$ cat src/source/capture_defines.svh
`ifndef CAPTURE_DEFINES_SVH
`define CAPTURE_DEFINES_SVH

// bus widths
`define CAP_DATA_W  32
`define CAP_ADDR_W  32
`define CAP_ID_W    4
`define CAP_LEN_W   8
`define CAP_BURST_W 2
`define CAP_RESP_W  2

// register word addresses with word 6 left unmapped
`define REG_CAPTURE_CTRL 32'd0
`define REG_START_ADDR   32'd1
`define REG_END_ADDR     32'd2
`define REG_FRAME_SEQ    32'd3
`define REG_NEED_FRAME   32'd4
`define REG_SAVE_NUM     32'd5
`define REG_NOTREADY     32'd7
`define REG_HEIGHT_WIDTH 32'd8
`define REG_DE_NUM       32'd9

`define BURST_FIXED 2'd0
`define BURST_INCR  2'd1

`define RESP_OKAY   2'd0
`define RESP_SLVERR 2'd2

`define REG_UNMAPPED 32'hFFFF_FFFF

`endif

$ cat src/source/capture_pkg.sv
`include "capture_defines.svh"

package capture_pkg;

    typedef struct packed {
        logic [`CAP_ID_W-1:0]    id;
        logic [`CAP_ADDR_W-1:0]  addr;
        logic [`CAP_LEN_W-1:0]   len;
        logic [`CAP_BURST_W-1:0] burst;
    } axi_aw_t;

    typedef struct packed {
        logic [`CAP_DATA_W-1:0] data;
        logic                   last;
    } axi_w_t;

    typedef struct packed {
        logic [`CAP_ID_W-1:0]   id;
        logic [`CAP_RESP_W-1:0] resp;
    } axi_b_t;

    // same layout as the write address phase
    typedef struct packed {
        logic [`CAP_ID_W-1:0]    id;
        logic [`CAP_ADDR_W-1:0]  addr;
        logic [`CAP_LEN_W-1:0]   len;
        logic [`CAP_BURST_W-1:0] burst;
    } axi_ar_t;

    typedef struct packed {
        logic [`CAP_ID_W-1:0]   id;
        logic [`CAP_DATA_W-1:0] data;
        logic [`CAP_RESP_W-1:0] resp;
        logic                   last;
    } axi_r_t;

    typedef struct packed {
        logic                   capture_on;
        logic                   capture_rst;
        logic [`CAP_DATA_W-1:0] start_write_addr;
        logic [`CAP_DATA_W-1:0] end_write_addr;
        logic [`CAP_DATA_W-1:0] capture_frame_sequence;
        logic [`CAP_DATA_W-1:0] add_need_frame_num;
    } capture_cfg_t;

    typedef struct packed {
        logic [`CAP_DATA_W-1:0] frame_save_num;
        logic                   frame_notready;
        logic [`CAP_DATA_W-1:0] frame_height_width;
        logic [`CAP_DATA_W-1:0] frame_de_num;
        logic [`CAP_DATA_W-1:0] total_need_frame_num;
    } capture_status_t;

    // control word with on at bit 0 and rst at bit 8
    typedef struct packed {
        logic [22:0] pad_hi;
        logic        capture_rst;
        logic [6:0]  pad_lo;
        logic        capture_on;
    } capture_ctrl_fields_t;

    typedef union packed {
        logic [`CAP_DATA_W-1:0] raw;
        capture_ctrl_fields_t   f;
    } capture_ctrl_word_u;

endpackage

$ cat src/source/slave_channel_fsm.sv
`timescale 1ns/1ps

module slave_channel_fsm (
    input  logic clk,
    input  logic hdmi_rstn_sync,
    input  logic aw_valid,
    output logic aw_ready,
    input  logic w_valid,
    input  logic w_last,
    output logic w_ready,
    output logic b_valid,
    input  logic b_ready,
    input  logic ar_valid,
    output logic ar_ready,
    output logic r_valid,
    input  logic r_ready,
    output logic r_last,
    output logic wr_addr_hs,
    output logic wr_beat,
    output logic wr_idle,
    output logic rd_addr_hs,
    output logic rd_beat,
    output logic rd_idle,
    input  logic rd_final_beat
);

    typedef enum logic [1:0] {WR_IDLE, WR_DATA, WR_RESP} wr_state_t;
    typedef enum logic {RD_IDLE, RD_DATA} rd_state_t;

    wr_state_t wr_state, wr_next;
    rd_state_t rd_state, rd_next;

    // write channel runs address, data beats until last, then response
    always_comb begin
        wr_next = wr_state;
        case (wr_state)
            WR_IDLE: if (wr_addr_hs) wr_next = WR_DATA;
            WR_DATA: if (wr_beat && w_last) wr_next = WR_RESP;
            WR_RESP: if (b_valid && b_ready) wr_next = WR_IDLE;
            default: wr_next = WR_IDLE;
        endcase
    end

    always_ff @(posedge clk or negedge hdmi_rstn_sync) begin
        if (!hdmi_rstn_sync) begin
            wr_state <= WR_IDLE;
        end else begin
            wr_state <= wr_next;
        end
    end

    // read channel ends on the beat flagged last
    always_comb begin
        rd_next = rd_state;
        case (rd_state)
            RD_IDLE: if (rd_addr_hs) rd_next = RD_DATA;
            RD_DATA: if (rd_beat && r_last) rd_next = RD_IDLE;
            default: rd_next = RD_IDLE;
        endcase
    end

    always_ff @(posedge clk or negedge hdmi_rstn_sync) begin
        if (!hdmi_rstn_sync) begin
            rd_state <= RD_IDLE;
        end else begin
            rd_state <= rd_next;
        end
    end

    assign wr_idle  = (wr_state == WR_IDLE);
    assign rd_idle  = (rd_state == RD_IDLE);
    assign aw_ready = hdmi_rstn_sync && wr_idle;   // held low through reset
    assign ar_ready = hdmi_rstn_sync && rd_idle;
    assign w_ready  = (wr_state == WR_DATA);
    assign b_valid  = (wr_state == WR_RESP);
    assign r_valid  = (rd_state == RD_DATA);
    assign r_last   = r_valid && rd_final_beat;

    assign wr_addr_hs = aw_valid && aw_ready;
    assign wr_beat    = w_valid && w_ready;
    assign rd_addr_hs = ar_valid && ar_ready;
    assign rd_beat    = r_valid && r_ready;

    // a new write may not open while its response is pending
    a_aw_b_excl: assert property (@(posedge clk) disable iff (!hdmi_rstn_sync)
        !(aw_ready && b_valid));

    a_r_idle: assert property (@(posedge clk) disable iff (!hdmi_rstn_sync)
        rd_state == RD_IDLE |-> !r_valid);

endmodule

$ cat src/source/burst_addr_gen.sv
`timescale 1ns/1ps
`include "capture_defines.svh"

module burst_addr_gen (
    input  logic                   clk,
    input  logic                   hdmi_rstn_sync,
    input  logic                   addr_hs,
    input  logic                   beat,
    input  logic                   phase_idle,
    input  capture_pkg::axi_aw_t   addr_phase,
    output logic [`CAP_ADDR_W-1:0] beat_addr,
    output logic [`CAP_ID_W-1:0]   id,
    output logic                   burst_err,
    output logic                   final_beat
);

    import capture_pkg::*;

    axi_aw_t              cur;        // address phase of the open burst
    logic [`CAP_LEN_W-1:0] beat_cnt;

    always_ff @(posedge clk) begin
        if (addr_hs) begin
            cur <= addr_phase;
        end
    end

    // INCR steps one word per beat while FIXED and error bursts stay put
    always_ff @(posedge clk) begin
        if (addr_hs) begin
            beat_addr <= addr_phase.addr;
        end else if (beat && cur.burst == `BURST_INCR) begin
            beat_addr <= beat_addr + 1'b1;
        end
    end

    always_ff @(posedge clk or negedge hdmi_rstn_sync) begin
        if (!hdmi_rstn_sync) begin
            beat_cnt <= '0;
        end else if (phase_idle) begin
            beat_cnt <= '0;
        end else if (beat) begin
            beat_cnt <= beat_cnt + 1'b1;
        end
    end

    // wrap and reserved codes flag the whole burst
    always_ff @(posedge clk or negedge hdmi_rstn_sync) begin
        if (!hdmi_rstn_sync) begin
            burst_err <= 1'b0;
        end else if (addr_hs) begin
            burst_err <= (addr_phase.burst != `BURST_FIXED) &&
                         (addr_phase.burst != `BURST_INCR);
        end else if (phase_idle) begin
            burst_err <= 1'b0;
        end
    end

    assign id         = cur.id;
    assign final_beat = (beat_cnt == cur.len);

    a_addr_hold: assert property (@(posedge clk) disable iff (!hdmi_rstn_sync)
        beat && !addr_hs && cur.burst != `BURST_INCR |=> $stable(beat_addr));

endmodule

$ cat src/source/capture_regs.sv
`timescale 1ns/1ps
`include "capture_defines.svh"

module capture_regs (
    input  logic                      clk,
    input  logic                      hdmi_rstn_sync,
    input  logic                      wr_beat,
    input  logic [`CAP_ADDR_W-1:0]    wr_addr,
    input  logic [`CAP_DATA_W-1:0]    wr_data,
    output capture_pkg::capture_cfg_t cfg,
    output logic                      need_frame_add
);

    import capture_pkg::*;

    capture_ctrl_word_u ctrl_wr;
    logic               nf_hit;

    assign ctrl_wr.raw = wr_data;
    assign nf_hit      = wr_beat && (wr_addr == `REG_NEED_FRAME);

    always_ff @(posedge clk or negedge hdmi_rstn_sync) begin
        if (!hdmi_rstn_sync) begin
            cfg <= '0;
        end else if (wr_beat) begin
            case (wr_addr)
                `REG_CAPTURE_CTRL: begin
                    cfg.capture_on  <= ctrl_wr.f.capture_on;
                    cfg.capture_rst <= ctrl_wr.f.capture_rst;
                end
                `REG_START_ADDR: cfg.start_write_addr       <= wr_data;
                `REG_END_ADDR:   cfg.end_write_addr         <= wr_data;
                `REG_FRAME_SEQ:  cfg.capture_frame_sequence <= wr_data;
                `REG_NEED_FRAME: cfg.add_need_frame_num     <= wr_data;
                // status words and holes take no writes
                default: ;
            endcase
        end
    end

    // single clk pulse per beat to the frame count word
    always_ff @(posedge clk or negedge hdmi_rstn_sync) begin
        if (!hdmi_rstn_sync) begin
            need_frame_add <= 1'b0;
        end else begin
            need_frame_add <= nf_hit;
        end
    end

    a_nf_pulse: assert property (@(posedge clk) disable iff (!hdmi_rstn_sync)
        need_frame_add && $past(need_frame_add) |-> $past(nf_hit, 1) && $past(nf_hit, 2));

endmodule

$ cat src/source/reg_read_mux.sv
`timescale 1ns/1ps
`include "capture_defines.svh"

module reg_read_mux (
    input  logic [`CAP_ADDR_W-1:0]       rd_addr,
    input  capture_pkg::capture_cfg_t    cfg,
    input  capture_pkg::capture_status_t status,
    output logic [`CAP_DATA_W-1:0]       rd_data
);

    import capture_pkg::*;

    capture_ctrl_word_u ctrl_rd;

    // pack control bits back into their word positions
    always_comb begin
        ctrl_rd               = '0;
        ctrl_rd.f.capture_on  = cfg.capture_on;
        ctrl_rd.f.capture_rst = cfg.capture_rst;
    end

    always_comb begin
        case (rd_addr)
            `REG_CAPTURE_CTRL: rd_data = ctrl_rd.raw;
            `REG_START_ADDR:   rd_data = cfg.start_write_addr;
            `REG_END_ADDR:     rd_data = cfg.end_write_addr;
            `REG_FRAME_SEQ:    rd_data = cfg.capture_frame_sequence;
            `REG_NEED_FRAME:   rd_data = status.total_need_frame_num;  // running total
            `REG_SAVE_NUM:     rd_data = status.frame_save_num;
            `REG_NOTREADY:     rd_data = {{(`CAP_DATA_W-1){1'b0}}, status.frame_notready};
            `REG_HEIGHT_WIDTH: rd_data = status.frame_height_width;
            `REG_DE_NUM:       rd_data = status.frame_de_num;
            default:           rd_data = `REG_UNMAPPED;
        endcase
    end

endmodule

$ cat src/source/capture_ctrl_slave.sv
`timescale 1ns/1ps
`include "capture_defines.svh"

module capture_ctrl_slave (
    input  logic                        clk,
    input  logic                        hdmi_rstn_sync,
    input  capture_pkg::axi_aw_t        aw,
    input  logic                        aw_valid,
    output logic                        aw_ready,
    input  capture_pkg::axi_w_t         w,
    input  logic                        w_valid,
    output logic                        w_ready,
    output capture_pkg::axi_b_t         b,
    output logic                        b_valid,
    input  logic                        b_ready,
    input  capture_pkg::axi_ar_t        ar,
    input  logic                        ar_valid,
    output logic                        ar_ready,
    output capture_pkg::axi_r_t         r,
    output logic                        r_valid,
    input  logic                        r_ready,
    input  capture_pkg::capture_status_t status,
    output capture_pkg::capture_cfg_t   cfg,
    output logic                        need_frame_add
);

    logic                   wr_addr_hs, wr_beat, wr_idle;
    logic                   rd_addr_hs, rd_beat, rd_idle;
    logic [`CAP_ADDR_W-1:0] wr_beat_addr, rd_beat_addr;
    logic [`CAP_ID_W-1:0]   wr_id, rd_id;
    logic                   wr_err, rd_err;
    logic                   rd_final_beat;
    logic                   r_last;
    logic [`CAP_DATA_W-1:0] rd_data;

    slave_channel_fsm u_fsm (
        .clk            (clk),
        .hdmi_rstn_sync (hdmi_rstn_sync),
        .aw_valid       (aw_valid),
        .aw_ready       (aw_ready),
        .w_valid        (w_valid),
        .w_last         (w.last),
        .w_ready        (w_ready),
        .b_valid        (b_valid),
        .b_ready        (b_ready),
        .ar_valid       (ar_valid),
        .ar_ready       (ar_ready),
        .r_valid        (r_valid),
        .r_ready        (r_ready),
        .r_last         (r_last),
        .wr_addr_hs     (wr_addr_hs),
        .wr_beat        (wr_beat),
        .wr_idle        (wr_idle),
        .rd_addr_hs     (rd_addr_hs),
        .rd_beat        (rd_beat),
        .rd_idle        (rd_idle),
        .rd_final_beat  (rd_final_beat)
    );

    burst_addr_gen u_wr_burst (
        .clk            (clk),
        .hdmi_rstn_sync (hdmi_rstn_sync),
        .addr_hs        (wr_addr_hs),
        .beat           (wr_beat),
        .phase_idle     (wr_idle),
        .addr_phase     (aw),
        .beat_addr      (wr_beat_addr),
        .id             (wr_id),
        .burst_err      (wr_err),
        .final_beat     ()   // write end comes from w.last
    );

    burst_addr_gen u_rd_burst (
        .clk            (clk),
        .hdmi_rstn_sync (hdmi_rstn_sync),
        .addr_hs        (rd_addr_hs),
        .beat           (rd_beat),
        .phase_idle     (rd_idle),
        .addr_phase     (ar),
        .beat_addr      (rd_beat_addr),
        .id             (rd_id),
        .burst_err      (rd_err),
        .final_beat     (rd_final_beat)
    );

    capture_regs u_regs (
        .clk            (clk),
        .hdmi_rstn_sync (hdmi_rstn_sync),
        .wr_beat        (wr_beat),
        .wr_addr        (wr_beat_addr),
        .wr_data        (w.data),
        .cfg            (cfg),
        .need_frame_add (need_frame_add)
    );

    reg_read_mux u_rd_mux (
        .rd_addr (rd_beat_addr),
        .cfg     (cfg),
        .status  (status),
        .rd_data (rd_data)
    );

    assign b = '{id: wr_id, resp: wr_err ? `RESP_SLVERR : `RESP_OKAY};
    assign r = '{id: rd_id, data: rd_data, resp: rd_err ? `RESP_SLVERR : `RESP_OKAY,
                 last: r_last};

endmodule

$ cat config.mk
export PLATFORM = sky130hd
export DESIGN_NAME = capture_ctrl_slave
export DESIGN_NICKNAME = d
export VERILOG_FILES = /design/src/source/capture_pkg.sv /design/src/source/slave_channel_fsm.sv /design/src/source/burst_addr_gen.sv /design/src/source/capture_regs.sv /design/src/source/reg_read_mux.sv /design/src/source/capture_ctrl_slave.sv
export VERILOG_INCLUDE_DIRS = /design/src /design/src/source
export SDC_FILE = /design/constraint.sdc
export NUM_CORES = 1
export LEC_CHECK = 0
export ABC_CLOCK_PERIOD_IN_PS = 5640
export BUFFER_PORTS_ARGS = -buffer_cell sky130_fd_sc_hd__buf_2
export CORE_ASPECT_RATIO = 1.1
export CORE_MARGIN = 1
export CORE_UTILIZATION = 40
export CTS_CLUSTER_DIAMETER = 40
export DETAILED_ROUTE_END_ITERATION = 12
export PLACE_DENSITY = 0.66
export SYNTH_ARGS = -nofsm -noshare
export SYNTH_HDL_FRONTEND = slang
export SYNTH_HIERARCHICAL = 1
export SYNTH_SLANG_ARGS = --single-unit
$ cat constraint.sdc
create_clock -name clk -period 5.64 [get_ports clk]
set_clock_uncertainty 0.2 [all_clocks]
set_input_delay 1.128 -clock clk [delete_from_list [all_inputs] [get_ports clk]]
set_output_delay 1.128 -clock clk [all_outputs]
set_load 0.03 [all_outputs]
==> results by group <==
Worst setup path
  • Crit path capture type: primary output
  • Worst setup SP type: register
  • CP Cell Sequence: buf_4, and3b_1, a22oi_1, o22ai_1, or3_1, buf_2
  • R2R setup slack: around 2.3 ns
  • Reg2Reg Launch Point: u_fsm/wr_state[1]
  • Worst endpoint required time: ~4.3 ns
  • Crit path DAT: about 3.3 ns
  • Peak per-stage delay on the critical path: slightly below 0.8 ns
  • R2R Path End: u_regs/cfg[12]
  • Critical path type: register to primary output
  • Crit-path slowest cell: edfxtp_1
  • Crit path max fanout: 23
  • R2r worst-path depth: 6

Timing
  • Setup ws final: 1.03 ns
  • RSZ-0062 raised after global routing: false
  • Setup Viol. Count Final: 0
  • Worst Tran Pin Value: approximately 1.1 ns
  • Fin crit share: 81.8%
  • Setup_tns: 0 ns
  • Max-slew violation count: 0
  • Minimum clock period after layout: between 4 and 5 ns
  • Fin Hold WS: 0.287 ns
  • Fin. Hold Viols: 0
  • Max-Slew Margin vs Limit: between 20% and 30%
  • Fmax: 217 MHz

Floorplan
  • Core area: about 0.031 mm²
  • Die width: 170 µm
  • Starting Density: between 40% and 50%
  • Die H: ~190 µm
  • Die area: 0.0317 mm²
  • Core Rows: between 60 and 70
  • Io pins: between 400 and 500

Place
  • Final HPWL DP: 31.6 mm
  • Worst slack, placed: between 1.5 and 2 ns
  • GP Congestion: 0.912
  • PortBufs: around 430
  • Placed cell count: around 1900

Clocking
  • Gates resized, CTS repair: 0
  • Hold buffer count at cts: 0
  • TritonCTS clock tree: built
  • TritonCTS Buffers: 34
  • Clk sinks: 228
  • Worst-skew pair later-pin latency: 0.50 ns
  • Clock Pin Slew Worst Setup and Hold Paths: 0.06 ns
  • CTS H-tree lvls: 2
  • Setup repair bufs after CTS: 0
  • CTS root buffer: clkbuf_16
  • CTS max path bufs: 3

Global routing
  • Vias in the first global route: between 10000 and 15000
  • GRT Residual Overflow: 0
  • Largest net degree at the start of global routing: 80
  • Initial antenna violation count: 10
  • First-pass GRT wire length: ~64 mm
  • Gr usage total: between 20% and 30%

Route
  • Vias per cell: approximately 5.7
  • Max Used Layer: met5
  • Vias: 10981
  • Residual DRC: 0
  • Total wire length: 42.9 mm
  • Drt first pass iters: 9
  • Met1 Wirelength: 16.7 mm
  • WL/cell: approximately 22 µm
  • Metal3 WL: ~3.5 mm
  • DR iter-0 viols: 892
  • Routed Antenna Nets: 0
  • Met2 wire length: roughly 22 mm

Worst hold path
  • Hold Path Depth: 1
  • Hold Path End: u_regs/cfg[8]
  • Min-Delay Path Class: register to register
  • Hold path startpoint: u_regs/cfg[8]

Layout
  • Layout area overhead: 28.3%
  • Nets: between 1500 and 2000
  • Finished Layout Cells: ~1900
  • Final Util: a little over half
  • Share of cells above drive strength 1: around 45%

Synth
  • Yosys warns: 6
  • Post-Syn Instances: about 1100
  • Synthesized area: between 0.01 and 0.015 mm²
  • Synth Area per Inst: between 10 and 15 µm²

Pwr
  • Leak: around 7.2 nW
  • Peak supply drop: 0.192 mV
  • Power per Cell Area: between 200 and 300 mW/mm²

Job
  • Max Cap Viol: 0

Outcome
  • Status: finished, final reports clean
==> where the power goes <==
group          total [mW]  switching, mW  leakage, nW  internal, mW
clock                2.17          0.763        0.581          1.41
combinational       0.465          0.268         3.90         0.197
sequential           1.93          0.102         2.76          1.82
==> final cells by class <==
class	count	area (µm²)
multi-input cells	757	5730
well taps	414	518
clock inverters	14	139
flip-flops and latches	228	6130
inverters	11	41.3
diodes	6	15.0
clock buffers	48	1060
repair buffers	448	2290
fillers	2865	14600
==> cells in the final DEF (no fill, tap or decap), types with 11 or more instances in the layout <==
cell type / count
xnor2_1: 22
a2111o_1: 13
o21ai_0: 43
a21oi_1: 18
dfrtp_1: 144
a22o_1: 13
nand3_1: 43
nand4_1: 21
edfxtp_1: 84
or3_1: 13
a22oi_1: 72
o31ai_1: 25
or4_1: 32
clkbuf_16: 39
xor2_1: 17
a31oi_1: 28
nor2_1: 59
buf_2: 430
mux2_1: 11
nor4_1: 15
nand2_1: 57
and3_1: 11
buf_4: 17
mux2_2: 132
==> through the flow <==
step / cell area (µm²) / power (mW)
after floorplan: 12400 / 2.21
after CTS: 15900 / 4.61
final: 15900 / 4.56
after global placement: 14700 / 2.40
after detailed placement: 14700 / 2.42
after global routing: 15900 / 4.73
==> worst max-delay path: cells and delay by family (launching register included) <==
| family | cells | cell delay (ns) |
|---|---|---|
| AO/OA/AOI/OAI | 2 | 0.67 |
| buffers and inverters | 2 | 0.61 |
| flip-flops | 1 | 0.79 |
| AND/OR/NAND/NOR | 2 | 0.70 |
==> how the worst max path moves through the flow <==
stage / endpoint / cells past startpoint / slack (ns) / from
detailed placement: r[21] / 6 / 1.52 / u_rd_burst/beat_addr[1]
global placement: r[8] / 5 / 1.52 / u_rd_burst/beat_addr[3]
global route: r[6] / 5 / 0.90 / u_rd_burst/beat_addr[3]
floorplan: u_rd_burst/beat_addr[0] / 4 / 1.17 / r_ready
finish: r[21] / 6 / 1.03 / u_rd_burst/beat_addr[1]
CTS: r[21] / 6 / 0.96 / u_rd_burst/beat_addr[1]
==> state kept, by name (all words and copies together), names as in the netlist <==
signal,cells
u_rd_burst/burst_err,1
u_fsm/r_valid,1
u_wr_burst/beat_addr,32
u_regs/cfg,130
u_rd_burst/id,4
u_rd_burst/beat_addr,32
u_regs/need_frame_add,1
u_wr_burst/cur,2
u_wr_burst/burst_err,1
u_wr_burst/id,4
u_fsm/wr_state,2
u_rd_burst/beat_cnt,8
u_rd_burst/cur,10
==> layer usage <==
metal  up-vias  global-route usage [%]
met5         -                       0
met4         8                    8.52
met3        79                    6.13
met2       508                    46.3
met1      5379                    31.7
li1       5007                       -
Note: power is estimated with default switching activity, not from simulation.
